--- src/predict_pkg.sv ---
// address widths, btb geometry, btb entry struct, fetch state enum, branch end address helper
package predict_pkg;

  // ----------------------------------------------------------------------
  // address and fetch block geometry
  // ----------------------------------------------------------------------
  localparam int VADDR_W = 32;

  // four 16-bit slots in an 8-byte fetch block, one btb bank per slot
  localparam int SLOT_N = 4;

  // default entries per bank
  localparam int BTB_ENTRY_SIZE = 16;

  // fields of the branch end-halfword address
  localparam int SLOT_LSB  = 1;
  localparam int SLOT_MSB  = 2;
  localparam int INDEX_LSB = 3;
  localparam int INDEX_MSB = 6;
  localparam int TAG_LSB   = INDEX_MSB + 1;

  // ----------------------------------------------------------------------
  // btb entry and fetch fsm state
  // ----------------------------------------------------------------------
  typedef struct packed {
    logic                       is_call;
    logic                       is_ret;
    logic [VADDR_W-TAG_LSB-1:0] pc_tag;
    logic [VADDR_W-1:0]         target_vaddr;
  } btb_entry_t;

  typedef enum logic [1:0] {
    FS_IDLE,
    FS_ISSUE,
    FS_RESOLVE
  } fetch_state_t;

  // address of the last halfword of a branch
  // a full-width branch ends one halfword after its pc
  function automatic logic [VADDR_W-1:0] branch_end_addr(
    input logic [VADDR_W-1:0] pc,
    input logic               is_rvc
  );
    branch_end_addr = pc + (is_rvc ? VADDR_W'(0) : VADDR_W'(2));
  endfunction

endpackage
--- src/predict_top.sv ---
// branch predictor top, fetch fsm with btb and bimodal counter tables
`timescale 1ns/1ns

module predict_top
  import predict_pkg::*;
#(
  parameter int ENTRIES = BTB_ENTRY_SIZE
) (
  input  logic                       i_clk,
  input  logic                       i_reset_n,

  input  logic                       i_start,
  input  logic [VADDR_W-1:0]         i_start_pc,
  input  logic                       i_stop,
  input  logic                       i_stall,
  input  logic                       i_redirect_valid,
  input  logic [VADDR_W-1:0]         i_redirect_pc,

  // resolve from the back end
  input  logic                       i_res_valid,
  input  logic [VADDR_W-1:0]         i_res_pc,
  input  logic                       i_res_is_rvc,
  input  logic                       i_res_taken,
  input  logic [VADDR_W-1:0]         i_res_target,
  input  logic                       i_res_is_call,
  input  logic                       i_res_is_ret,

  output logic                       o_fetch_valid,
  output logic [VADDR_W-1:0]         o_fetch_pc,
  output logic                       o_pred_taken,
  output logic [SLOT_MSB-SLOT_LSB:0] o_pred_slot,
  output logic                       o_pred_is_call,
  output logic                       o_pred_is_ret,
  output logic [VADDR_W-1:0]         o_next_pc
);

  logic                           w_s0_valid;
  logic [VADDR_W-1:0]             w_s0_pc;
  logic [SLOT_N-1:0]              w_s1_hit;
  logic [SLOT_N-1:0]              w_s1_taken;
  logic [SLOT_N-1:0][VADDR_W-1:0] w_s1_target;
  logic [SLOT_N-1:0]              w_s1_is_call;
  logic [SLOT_N-1:0]              w_s1_is_ret;

  fetch_pc_ctrl u_fetch_pc_ctrl (
    .i_clk            (i_clk),
    .i_reset_n        (i_reset_n),
    .i_start          (i_start),
    .i_start_pc       (i_start_pc),
    .i_stop           (i_stop),
    .i_stall          (i_stall),
    .i_redirect_valid (i_redirect_valid),
    .i_redirect_pc    (i_redirect_pc),
    .i_s1_hit         (w_s1_hit),
    .i_s1_taken       (w_s1_taken),
    .i_s1_target      (w_s1_target),
    .i_s1_is_call     (w_s1_is_call),
    .i_s1_is_ret      (w_s1_is_ret),
    .o_s0_valid       (w_s0_valid),
    .o_s0_pc          (w_s0_pc),
    .o_fetch_valid    (o_fetch_valid),
    .o_fetch_pc       (o_fetch_pc),
    .o_pred_taken     (o_pred_taken),
    .o_pred_slot      (o_pred_slot),
    .o_pred_is_call   (o_pred_is_call),
    .o_pred_is_ret    (o_pred_is_ret),
    .o_next_pc        (o_next_pc)
  );

  btb #(
    .ENTRIES (ENTRIES)
  ) u_btb (
    .i_clk         (i_clk),
    .i_reset_n     (i_reset_n),
    .i_s0_valid    (w_s0_valid),
    .i_s0_pc       (w_s0_pc),
    .i_res_valid   (i_res_valid),
    .i_res_pc      (i_res_pc),
    .i_res_is_rvc  (i_res_is_rvc),
    .i_res_taken   (i_res_taken),
    .i_res_target  (i_res_target),
    .i_res_is_call (i_res_is_call),
    .i_res_is_ret  (i_res_is_ret),
    .o_s1_hit      (w_s1_hit),
    .o_s1_target   (w_s1_target),
    .o_s1_is_call  (w_s1_is_call),
    .o_s1_is_ret   (w_s1_is_ret)
  );

  bim_counter_table #(
    .ENTRIES (ENTRIES)
  ) u_bim_counter_table (
    .i_clk        (i_clk),
    .i_reset_n    (i_reset_n),
    .i_s0_pc      (w_s0_pc),
    .i_res_valid  (i_res_valid),
    .i_res_pc     (i_res_pc),
    .i_res_is_rvc (i_res_is_rvc),
    .i_res_taken  (i_res_taken),
    .o_s1_taken   (w_s1_taken)
  );

endmodule

--- src/fetch_pc_ctrl.sv ---
// fetch fsm, search issue, predicted slot select and next pc
`timescale 1ns/1ns

module fetch_pc_ctrl
  import predict_pkg::*;
(
  input  logic                           i_clk,
  input  logic                           i_reset_n,

  input  logic                           i_start,
  input  logic [VADDR_W-1:0]             i_start_pc,
  input  logic                           i_stop,
  input  logic                           i_stall,
  input  logic                           i_redirect_valid,
  input  logic [VADDR_W-1:0]             i_redirect_pc,

  // s1 results from btb and counters
  input  logic [SLOT_N-1:0]              i_s1_hit,
  input  logic [SLOT_N-1:0]              i_s1_taken,
  input  logic [SLOT_N-1:0][VADDR_W-1:0] i_s1_target,
  input  logic [SLOT_N-1:0]              i_s1_is_call,
  input  logic [SLOT_N-1:0]              i_s1_is_ret,

  output logic                           o_s0_valid,
  output logic [VADDR_W-1:0]             o_s0_pc,

  output logic                           o_fetch_valid,
  output logic [VADDR_W-1:0]             o_fetch_pc,
  output logic                           o_pred_taken,
  output logic [SLOT_MSB-SLOT_LSB:0]     o_pred_slot,
  output logic                           o_pred_is_call,
  output logic                           o_pred_is_ret,
  output logic [VADDR_W-1:0]             o_next_pc
);

  localparam int SLOT_W = SLOT_MSB - SLOT_LSB + 1;

  fetch_state_t             r_state;
  logic [VADDR_W-1:0]       r_pc;

  logic                     w_load;
  logic [VADDR_W-1:0]       w_load_pc;
  logic                     w_kill;
  logic [SLOT_N-1:0]        w_sel;
  logic                     w_found;
  logic [SLOT_W-1:0]        w_slot;
  logic [VADDR_W-1:0]       w_seq_pc;

  // redirect wins over a start in the same cycle
  assign w_load    = i_redirect_valid | i_start;
  assign w_load_pc = i_redirect_valid ? i_redirect_pc : i_start_pc;
  assign w_kill    = w_load | i_stop;

  assign o_s0_valid    = (r_state == FS_ISSUE) & ~i_stall & ~w_kill;
  assign o_s0_pc       = r_pc;
  assign o_fetch_valid = (r_state == FS_RESOLVE) & ~w_kill;
  assign o_fetch_pc    = r_pc;

  // ----------------------------------------------------------------------
  // prediction, lowest hitting and taken slot
  // ----------------------------------------------------------------------
  assign w_sel = i_s1_hit & i_s1_taken;

  always_comb begin
    w_found = 1'b0;
    w_slot  = '0;
    for (int s = SLOT_N - 1; s >= 0; s--) begin
      if (w_sel[s]) begin
        w_found = 1'b1;
        w_slot  = SLOT_W'(s);
      end
    end
  end

  // block address plus one block
  assign w_seq_pc = (r_pc & ~VADDR_W'(2 * SLOT_N - 1)) + VADDR_W'(2 * SLOT_N);

  assign o_pred_taken   = w_found;
  assign o_pred_slot    = w_slot;
  assign o_pred_is_call = w_found & i_s1_is_call[w_slot];
  assign o_pred_is_ret  = w_found & i_s1_is_ret[w_slot];
  assign o_next_pc      = w_found ? i_s1_target[w_slot] : w_seq_pc;

  // ----------------------------------------------------------------------
  // fsm and pc register
  // ----------------------------------------------------------------------
  always_ff @(posedge i_clk, negedge i_reset_n) begin
    if (!i_reset_n) begin
      r_state <= FS_IDLE;
      r_pc    <= '0;
    end else if (i_redirect_valid) begin
      r_state <= FS_ISSUE;
      r_pc    <= w_load_pc;
    end else if (i_stop) begin
      r_state <= FS_IDLE;
    end else if (i_start) begin
      r_state <= FS_ISSUE;
      r_pc    <= w_load_pc;
    end else begin
      case (r_state)
        FS_ISSUE: begin
          // stall holds the search back
          if (!i_stall) begin
            r_state <= FS_RESOLVE;
          end
        end
        FS_RESOLVE: begin
          r_state <= FS_ISSUE;
          r_pc    <= o_next_pc;
        end
        default: r_state <= FS_IDLE;
      endcase
    end
  end

endmodule

--- src/bim_counter_table.sv ---
// per-slot tables of 2-bit bimodal counters, trained on resolve
`timescale 1ns/1ns

module bim_counter_table
  import predict_pkg::*;
#(
  parameter int ENTRIES = BTB_ENTRY_SIZE
) (
  input  logic               i_clk,
  input  logic               i_reset_n,

  input  logic [VADDR_W-1:0] i_s0_pc,

  input  logic               i_res_valid,
  input  logic [VADDR_W-1:0] i_res_pc,
  input  logic               i_res_is_rvc,
  input  logic               i_res_taken,

  output logic [SLOT_N-1:0]  o_s1_taken
);

  localparam int IDX_W = $clog2(ENTRIES);

  // weakly not-taken
  localparam logic [1:0] CNT_INIT = 2'd1;

  logic [VADDR_W-1:0]       w_res_end;
  logic [SLOT_MSB:SLOT_LSB] w_res_slot;
  logic [IDX_W-1:0]         w_res_idx;
  logic [IDX_W-1:0]         w_s0_idx;

  assign w_res_end  = branch_end_addr(i_res_pc, i_res_is_rvc);
  assign w_res_slot = w_res_end[SLOT_MSB:SLOT_LSB];
  assign w_res_idx  = w_res_end[INDEX_LSB +: IDX_W];
  assign w_s0_idx   = i_s0_pc[INDEX_LSB +: IDX_W];

  for (genvar b = 0; b < SLOT_N; b++) begin : g_table
    logic       w_upd;
    logic [1:0] r_cnt [ENTRIES];

    assign w_upd = i_res_valid & (int'(w_res_slot) == b);

    // ------------------------------------------------------------------
    // saturating update, every resolve trains its entry
    // ------------------------------------------------------------------
    always_ff @(posedge i_clk, negedge i_reset_n) begin
      if (!i_reset_n) begin
        for (int e = 0; e < ENTRIES; e++) begin
          r_cnt[e] <= CNT_INIT;
        end
      end else if (w_upd) begin
        if (i_res_taken) begin
          if (r_cnt[w_res_idx] != 2'd3) begin
            r_cnt[w_res_idx] <= r_cnt[w_res_idx] + 2'd1;
          end
        end else if (r_cnt[w_res_idx] != 2'd0) begin
          r_cnt[w_res_idx] <= r_cnt[w_res_idx] - 2'd1;
        end
      end
    end

    // upper bit is the taken prediction
    always_ff @(posedge i_clk, negedge i_reset_n) begin
      if (!i_reset_n) begin
        o_s1_taken[b] <= 1'b0;
      end else begin
        o_s1_taken[b] <= r_cnt[w_s0_idx][1];
      end
    end
  end

endmodule

--- src/btb.sv ---
// banked branch target buffer with valid flags, tag compare and slot mask
`timescale 1ns/1ns

module btb
  import predict_pkg::*;
#(
  parameter int ENTRIES = BTB_ENTRY_SIZE
) (
  input  logic                            i_clk,
  input  logic                            i_reset_n,

  // s0 search
  input  logic                            i_s0_valid,
  input  logic [VADDR_W-1:0]              i_s0_pc,

  // resolve update
  input  logic                            i_res_valid,
  input  logic [VADDR_W-1:0]              i_res_pc,
  input  logic                            i_res_is_rvc,
  input  logic                            i_res_taken,
  input  logic [VADDR_W-1:0]              i_res_target,
  input  logic                            i_res_is_call,
  input  logic                            i_res_is_ret,

  // s1 result, one bit or word per slot
  output logic [SLOT_N-1:0]               o_s1_hit,
  output logic [SLOT_N-1:0][VADDR_W-1:0]  o_s1_target,
  output logic [SLOT_N-1:0]               o_s1_is_call,
  output logic [SLOT_N-1:0]               o_s1_is_ret
);

  localparam int IDX_W = $clog2(ENTRIES);

  logic [VADDR_W-1:0]         w_res_end;
  logic [SLOT_MSB:SLOT_LSB]   w_res_slot;
  logic [IDX_W-1:0]           w_res_idx;
  logic [IDX_W-1:0]           w_s0_idx;
  logic [SLOT_MSB:SLOT_LSB]   w_s0_slot;
  logic [SLOT_N-1:0]          w_s0_mask;
  btb_entry_t                 w_wr_entry;

  logic                       r_s1_valid;
  logic [VADDR_W-1:TAG_LSB]   r_s1_tag;
  logic [SLOT_N-1:0]          r_s1_mask;

  // ----------------------------------------------------------------------
  // resolve side, end address picks bank and entry
  // ----------------------------------------------------------------------
  assign w_res_end  = branch_end_addr(i_res_pc, i_res_is_rvc);
  assign w_res_slot = w_res_end[SLOT_MSB:SLOT_LSB];
  assign w_res_idx  = w_res_end[INDEX_LSB +: IDX_W];

  assign w_wr_entry.is_call      = i_res_is_call;
  assign w_wr_entry.is_ret       = i_res_is_ret;
  assign w_wr_entry.pc_tag       = w_res_end[VADDR_W-1:TAG_LSB];
  assign w_wr_entry.target_vaddr = i_res_target;

  // ----------------------------------------------------------------------
  // search side
  // ----------------------------------------------------------------------
  assign w_s0_idx  = i_s0_pc[INDEX_LSB +: IDX_W];
  assign w_s0_slot = i_s0_pc[SLOT_MSB:SLOT_LSB];

  // slots before the pc offset are not part of this fetch
  always_comb begin
    for (int s = 0; s < SLOT_N; s++) begin
      w_s0_mask[s] = (s >= int'(w_s0_slot));
    end
  end

  always_ff @(posedge i_clk, negedge i_reset_n) begin
    if (!i_reset_n) begin
      r_s1_valid <= 1'b0;
      r_s1_mask  <= '0;
    end else begin
      r_s1_valid <= i_s0_valid;
      r_s1_mask  <= w_s0_mask;
    end
  end

  always_ff @(posedge i_clk) begin
    r_s1_tag <= i_s0_pc[VADDR_W-1:TAG_LSB];
  end

  for (genvar b = 0; b < SLOT_N; b++) begin : g_bank
    logic               w_wr;
    btb_entry_t         w_rd_entry;
    logic [ENTRIES-1:0] r_valids;
    logic               r_s1_entry_valid;

    assign w_wr = i_res_valid & i_res_taken & (int'(w_res_slot) == b);

    data_array_2p #(
      .WIDTH  ($bits(btb_entry_t)),
      .ADDR_W (IDX_W)
    ) u_array (
      .i_clk     (i_clk),
      .i_reset_n (i_reset_n),
      .i_wr      (w_wr),
      .i_wr_addr (w_res_idx),
      .i_wr_data (w_wr_entry),
      .i_rd_addr (w_s0_idx),
      .o_rd_data (w_rd_entry)
    );

    // valid flags sit beside the ram and are read with it
    always_ff @(posedge i_clk, negedge i_reset_n) begin
      if (!i_reset_n) begin
        r_valids         <= '0;
        r_s1_entry_valid <= 1'b0;
      end else begin
        if (w_wr) begin
          r_valids[w_res_idx] <= 1'b1;
        end
        r_s1_entry_valid <= r_valids[w_s0_idx];
      end
    end

    assign o_s1_hit[b]     = r_s1_valid & r_s1_entry_valid & r_s1_mask[b] &
                             (w_rd_entry.pc_tag == r_s1_tag);
    assign o_s1_target[b]  = w_rd_entry.target_vaddr;
    assign o_s1_is_call[b] = w_rd_entry.is_call;
    assign o_s1_is_ret[b]  = w_rd_entry.is_ret;
  end

endmodule

--- src/data_array_2p.sv ---
// one-write one-read synchronous ram with registered read port
`timescale 1ns/1ns

module data_array_2p #(
  parameter int WIDTH  = 32,
  parameter int ADDR_W = 4
) (
  input  logic              i_clk,
  input  logic              i_reset_n,

  input  logic              i_wr,
  input  logic [ADDR_W-1:0] i_wr_addr,
  input  logic [WIDTH-1:0]  i_wr_data,

  input  logic [ADDR_W-1:0] i_rd_addr,
  output logic [WIDTH-1:0]  o_rd_data
);

  logic [WIDTH-1:0] r_mem [2**ADDR_W];

  // array contents come up undefined
  always_ff @(posedge i_clk) begin
    if (i_wr) begin
      r_mem[i_wr_addr] <= i_wr_data;
    end
  end

  // read-during-write returns the old word
  always_ff @(posedge i_clk, negedge i_reset_n) begin
    if (!i_reset_n) begin
      o_rd_data <= '0;
    end else begin
      o_rd_data <= r_mem[i_rd_addr];
    end
  end

endmodule

--- config.mk ---
export PLATFORM = sky130hd
export DESIGN_NAME = predict_top
export DESIGN_NICKNAME = d
export VERILOG_FILES = /design/src/predict_pkg.sv /design/src/predict_top.sv /design/src/fetch_pc_ctrl.sv /design/src/bim_counter_table.sv /design/src/btb.sv /design/src/data_array_2p.sv
export SDC_FILE = /design/constraint.sdc
export NUM_CORES = 2
export LEC_CHECK = 0
export BUFFER_PORTS_ARGS = -buffer_cell sky130_fd_sc_hd__buf_2
export CAP_MARGIN = 30
export CORE_ASPECT_RATIO = 0.75
export CORE_MARGIN = 4
export CORE_UTILIZATION = 40
export CTS_BUF_LIST = sky130_fd_sc_hd__clkbuf_8
export DETAILED_ROUTE_END_ITERATION = 8
export GPL_TIMING_DRIVEN = 0
export RECOVER_POWER = 50
export SLEW_MARGIN = 20
export SYNTH_ARGS = -nofsm -noshare
export SYNTH_HDL_FRONTEND = slang
export SYNTH_SLANG_ARGS = --single-unit
--- constraint.sdc ---
create_clock -name i_clk -period 4.6 [get_ports i_clk]
set_clock_uncertainty 0.15 [all_clocks]
set_input_delay 0 -clock i_clk [delete_from_list [all_inputs] [get_ports i_clk]]
set_output_delay 0 -clock i_clk [all_outputs]
set_load 0.02 [all_outputs]
==> impl_metrics.yaml <==
clock_network:
  clock_latency_ps: 1240
  cts.sinks: 4276
  cts_tree: "built"
  cts_buffer_depth: 4
  htreeDepth: 6
  cts_made_buffers: 646
  clkTransAtPathRegs_ps: 70
  root_buffer: "clkbuf_8"
floorplanning:
  coreArea_um2: 407000
  initial_core_util_pct: 40.1
  die_h_um: 562
  dieWidth_um: 746
  dieArea_um2: 419000
  row_count: 203
  num_io_pins: 209
cells_and_area:
  drive_above_1_share_pct: 35.0
  fin_area_um2: 197000
  layout_commonest_cell: "edfxtp_1"
  syn_to_final_growth_pct: 20.3
  most-common-layout-cells: "3776 x edfxtp_1, 1256 x mux4_2, 730 x clkbuf_8"
  fillerInstances: 32800
  finalNonFillerCells: 14900
  nNetsFinal: 8992
route:
  drtIter0Drc: 13300
  wl_per_cell_um: 35.1
  drtAntennaViolNets: 0
  wl_um: 521000
  drc_errors: 0
  drt_pass1_iterations: 8
  vias_per_cell: 5.89
  vias: 87500
yosys:
  synth_edf_count: 3776
  synth_top_area_cell: "edfxtp_1"
  ys_seq_area_share_pct: 77.0
  synth_area_leaders: "edfxtp_1 69%, mux4_2 17%, dfrtp_1 6.3%"
  yosysTopAreaCellShare_pct: 69.3
  synth_fp_nets: 7239
  yosys_warnings: 0
  synth-async-reset-ratio_pct: 11.1
  synth_area_per_cell_um2: 23.1
  synth_ff_type: "edfxtp_1"
  synth_area_um2: 164000
  synth_cell_types: 76
  ys_seq_elements: 4276
  netlist_instances: 7089
placement:
  io_buffers: 206
  gp_congestion: 0.935
  hpwlAfterDp_um: 363000
  place_area_um2: 181000
  dp.cells: 13200
pwr:
  p_int_w: 0.0646
  peakVddDrop_mv: 0.337
  pwr-share-comb_pct: 13.8
  p_leak_nw: 65.3
  swShare_pct: 27.3
  power_frac_clock_pct: 34.7
  switching_power_w: 0.0242
  finalPower_w: 0.0888
  power.density_nw_per_um2: 451
  p_seq_share_pct: 51.5
status:
  violations: "capacitance limit, slew limit, setup timing"
  outcome: "finished with violations"
worst_hold_path:
  hold_class: "input port to flip-flop"
  hold_path_startpoint: "i_redirect_pc[9]"
worst_setup_path:
  slowest_delay_ps: 620
  cp-start-kind: "flip-flop"
  arrival_ps: 4630
  crit_required_ps: 4450
  cp-end-kind: "output pin"
  cp_cell_sequence: "xor2_1, nor4_2, nand4_1, buf_12, nor2_2, clkbuf_4, buf_6, nor2_1, a222oi_1, buf_4, nand2_2, buf_6"
  crit_slowest_cell: "a222oi_1"
  setup.worst_path.class: "flip-flop to output pin"
  r2r-start: "u_fetch_pc_ctrl.r_state[0]"
  critPathMostFrequentCell: "buf_6"
  r2r_slack_ps: 140
  startpoint: "u_btb.r_s1_tag[22]"
  cp_max_fo: 7
global_route:
  grt_pass1_wl_um: 708000
  grt_max_degree: 87
  grt_pass1_vias: 86600
  grt_antenna_before_repair: 37
  grt_usage_pct: 24.4
  grt_overflow: 0
sta:
  setup_ws_ps: -179
  setup_viol: 179
  fmax_mhz: 209
  slew_headroom_pct: -117
  whs_ps: 98.0
  rsz0062_at_grt: "true"
  post-route-period-util_pct: 104
  finalHoldViolations: 0
  drv_slew: 2688
  min_period_ps: 4780
  setup-tns-final_ps: -11720
  worst_slew_pin_slew_ps: 3250
job:
  drv_cap: 104
layer usage:
metal  part of all wire [%]  vias to the layer above  GRT usage [%]
met5                  0.012                        -              0
met4                    5.5                       10           11.9
met3                     13                     1062           7.61
met2                     44                     5957           35.3
met1                     38                    46800           33.8
li1                       -                    33600              -
layout make-up:
type | instances | area, um2 | area share (%)
well taps | 5432 | 6800 | 3.45
inverters | 31 | 116 | 0.0591
diodes | 44 | 110 | 0.0560
clock inverters | 469 | 2720 | 1.38
flip-flops and latches | 4276 | 126000 | 64.0
clock buffers | 728 | 10000 | 5.09
plain buffers | 342 | 1490 | 0.759
multi-input cells | 2434 | 37200 | 18.9
repair buffers | 1111 | 12400 | 6.28
path summary, 6_finish.rpt:
| kind | end | cells past startpoint |
|---|---|---|
| worst min-delay path | u_fetch_pc_ctrl.o_fetch_pc[9] | 6 |
| worst min register to register | u_btb.g_bank[3].r_valids[8] | 1 |
| min in group asynchronous | u_btb.g_bank[3].u_array.o_rd_data[46] | 5 |
| worst max-delay path | o_next_pc[24] | 12 |
| worst max register to register | u_fetch_pc_ctrl.o_fetch_pc[15] | 11 |
| max in group asynchronous | u_btb.g_bank[2].u_array.o_rd_data[15] | 8 |
worst max-delay path, delay by kind of cell (launching register included):
kind | cells | cell delay [ps]
AND/OR/NAND/NOR | 5 | 890
buffers and inverters | 5 | 1130
XOR/XNOR | 1 | 180
AO/OA/AOI/OAI | 1 | 620
flip-flops | 1 | 550
state kept, by name, summed over array words and instances (netlist names), named ones only:
| name | flops |
|---|---|
| u_btb.g_bank.u_array.r_mem | 3776 |
| u_btb.g_bank.u_array.o_rd_data | 236 |
| u_bim_counter_table.g_table.r_cnt | 64 |
| u_btb.g_bank.r_valids | 64 |
| u_fetch_pc_ctrl.o_fetch_pc | 32 |
| u_btb.r_s1_tag | 25 |
| u_bim_counter_table.o_s1_taken | 4 |
| u_btb.g_bank.r_s1_entry_valid | 4 |
| u_btb.r_s1_mask | 4 |
| u_fetch_pc_ctrl.r_state | 2 |
| u_btb.r_s1_valid | 1 |
kinds of logic after synthesis:
kind of cell / Yosys count / share of synthesized area [%]
flops: 4276 / 77.0
mux: 1395 / 18.2
simple gates: 644 / 1.94
buf+inv: 379 / 0.891
compound gates: 216 / 0.978
xor+xnor: 167 / 0.894
fa+ha+maj: 11 / 0.0842
other cells: 1 / 0.00229
Yosys cell counts, types with 8 or more instances:
master and count:
o221ai_1 10, o21ai_0 39, mux2i_1 8, a31oi_1 13
xor2_1 65, nor2_1 219, buf_2 15, dfxtp_1 25
a21o_1 9, clkbuf_1 260, mux2_2 131, dfstp_2 64
xnor2_1 102, dfrtp_1 411, and3_1 12, inv_1 30
a2111oi_0 9, o311ai_0 8, o22ai_1 25, or2_2 77
nand2_1 122, mux4_2 1256, or3_1 25, edfxtp_1 3776
nor3_1 36, nand4_1 39, buf_1 71, ha_1 11
and4_1 16, nand3_1 43, nor4_1 30, a21oi_1 17
per-stage QoR:
stage | setup slack, ps | utilization, %
CTS | -224 | 48.8
global route | -101 | 48.3
floorplan | -39.5 | -
global placement | -8650 | 42.1
detailed placement | -771 | 44.5
finish | -179 | 48.3
power by group through the flow:
stage | Sequential (W) | Combinational (W) | Clock, W
3_5_place_dp | 0.0463 | 0.0117 | 0
5_1_grt | 0.0457 | 0.0127 | 0.0332
6_report | 0.0457 | 0.0123 | 0.0308
3_3_place_gp | 0.0464 | 0.0108 | 0
4_1_cts | 0.0455 | 0.0122 | 0.0313
2_1_floorplan | 0.0451 | 0.00662 | 0
timing repair:
action | 4_1_cts | 5_1_grt
resized for setup | 202 | 64
buffers inserted | 41 | 11
gates cloned | 0 | 0
pin swaps | 35 | 18
endpoints found under the hold margin | 4456 | 76
hold buffers | 346 | 2
setup endpoints to repair | 46 | 249
Power figures use the tool's default switching activity.
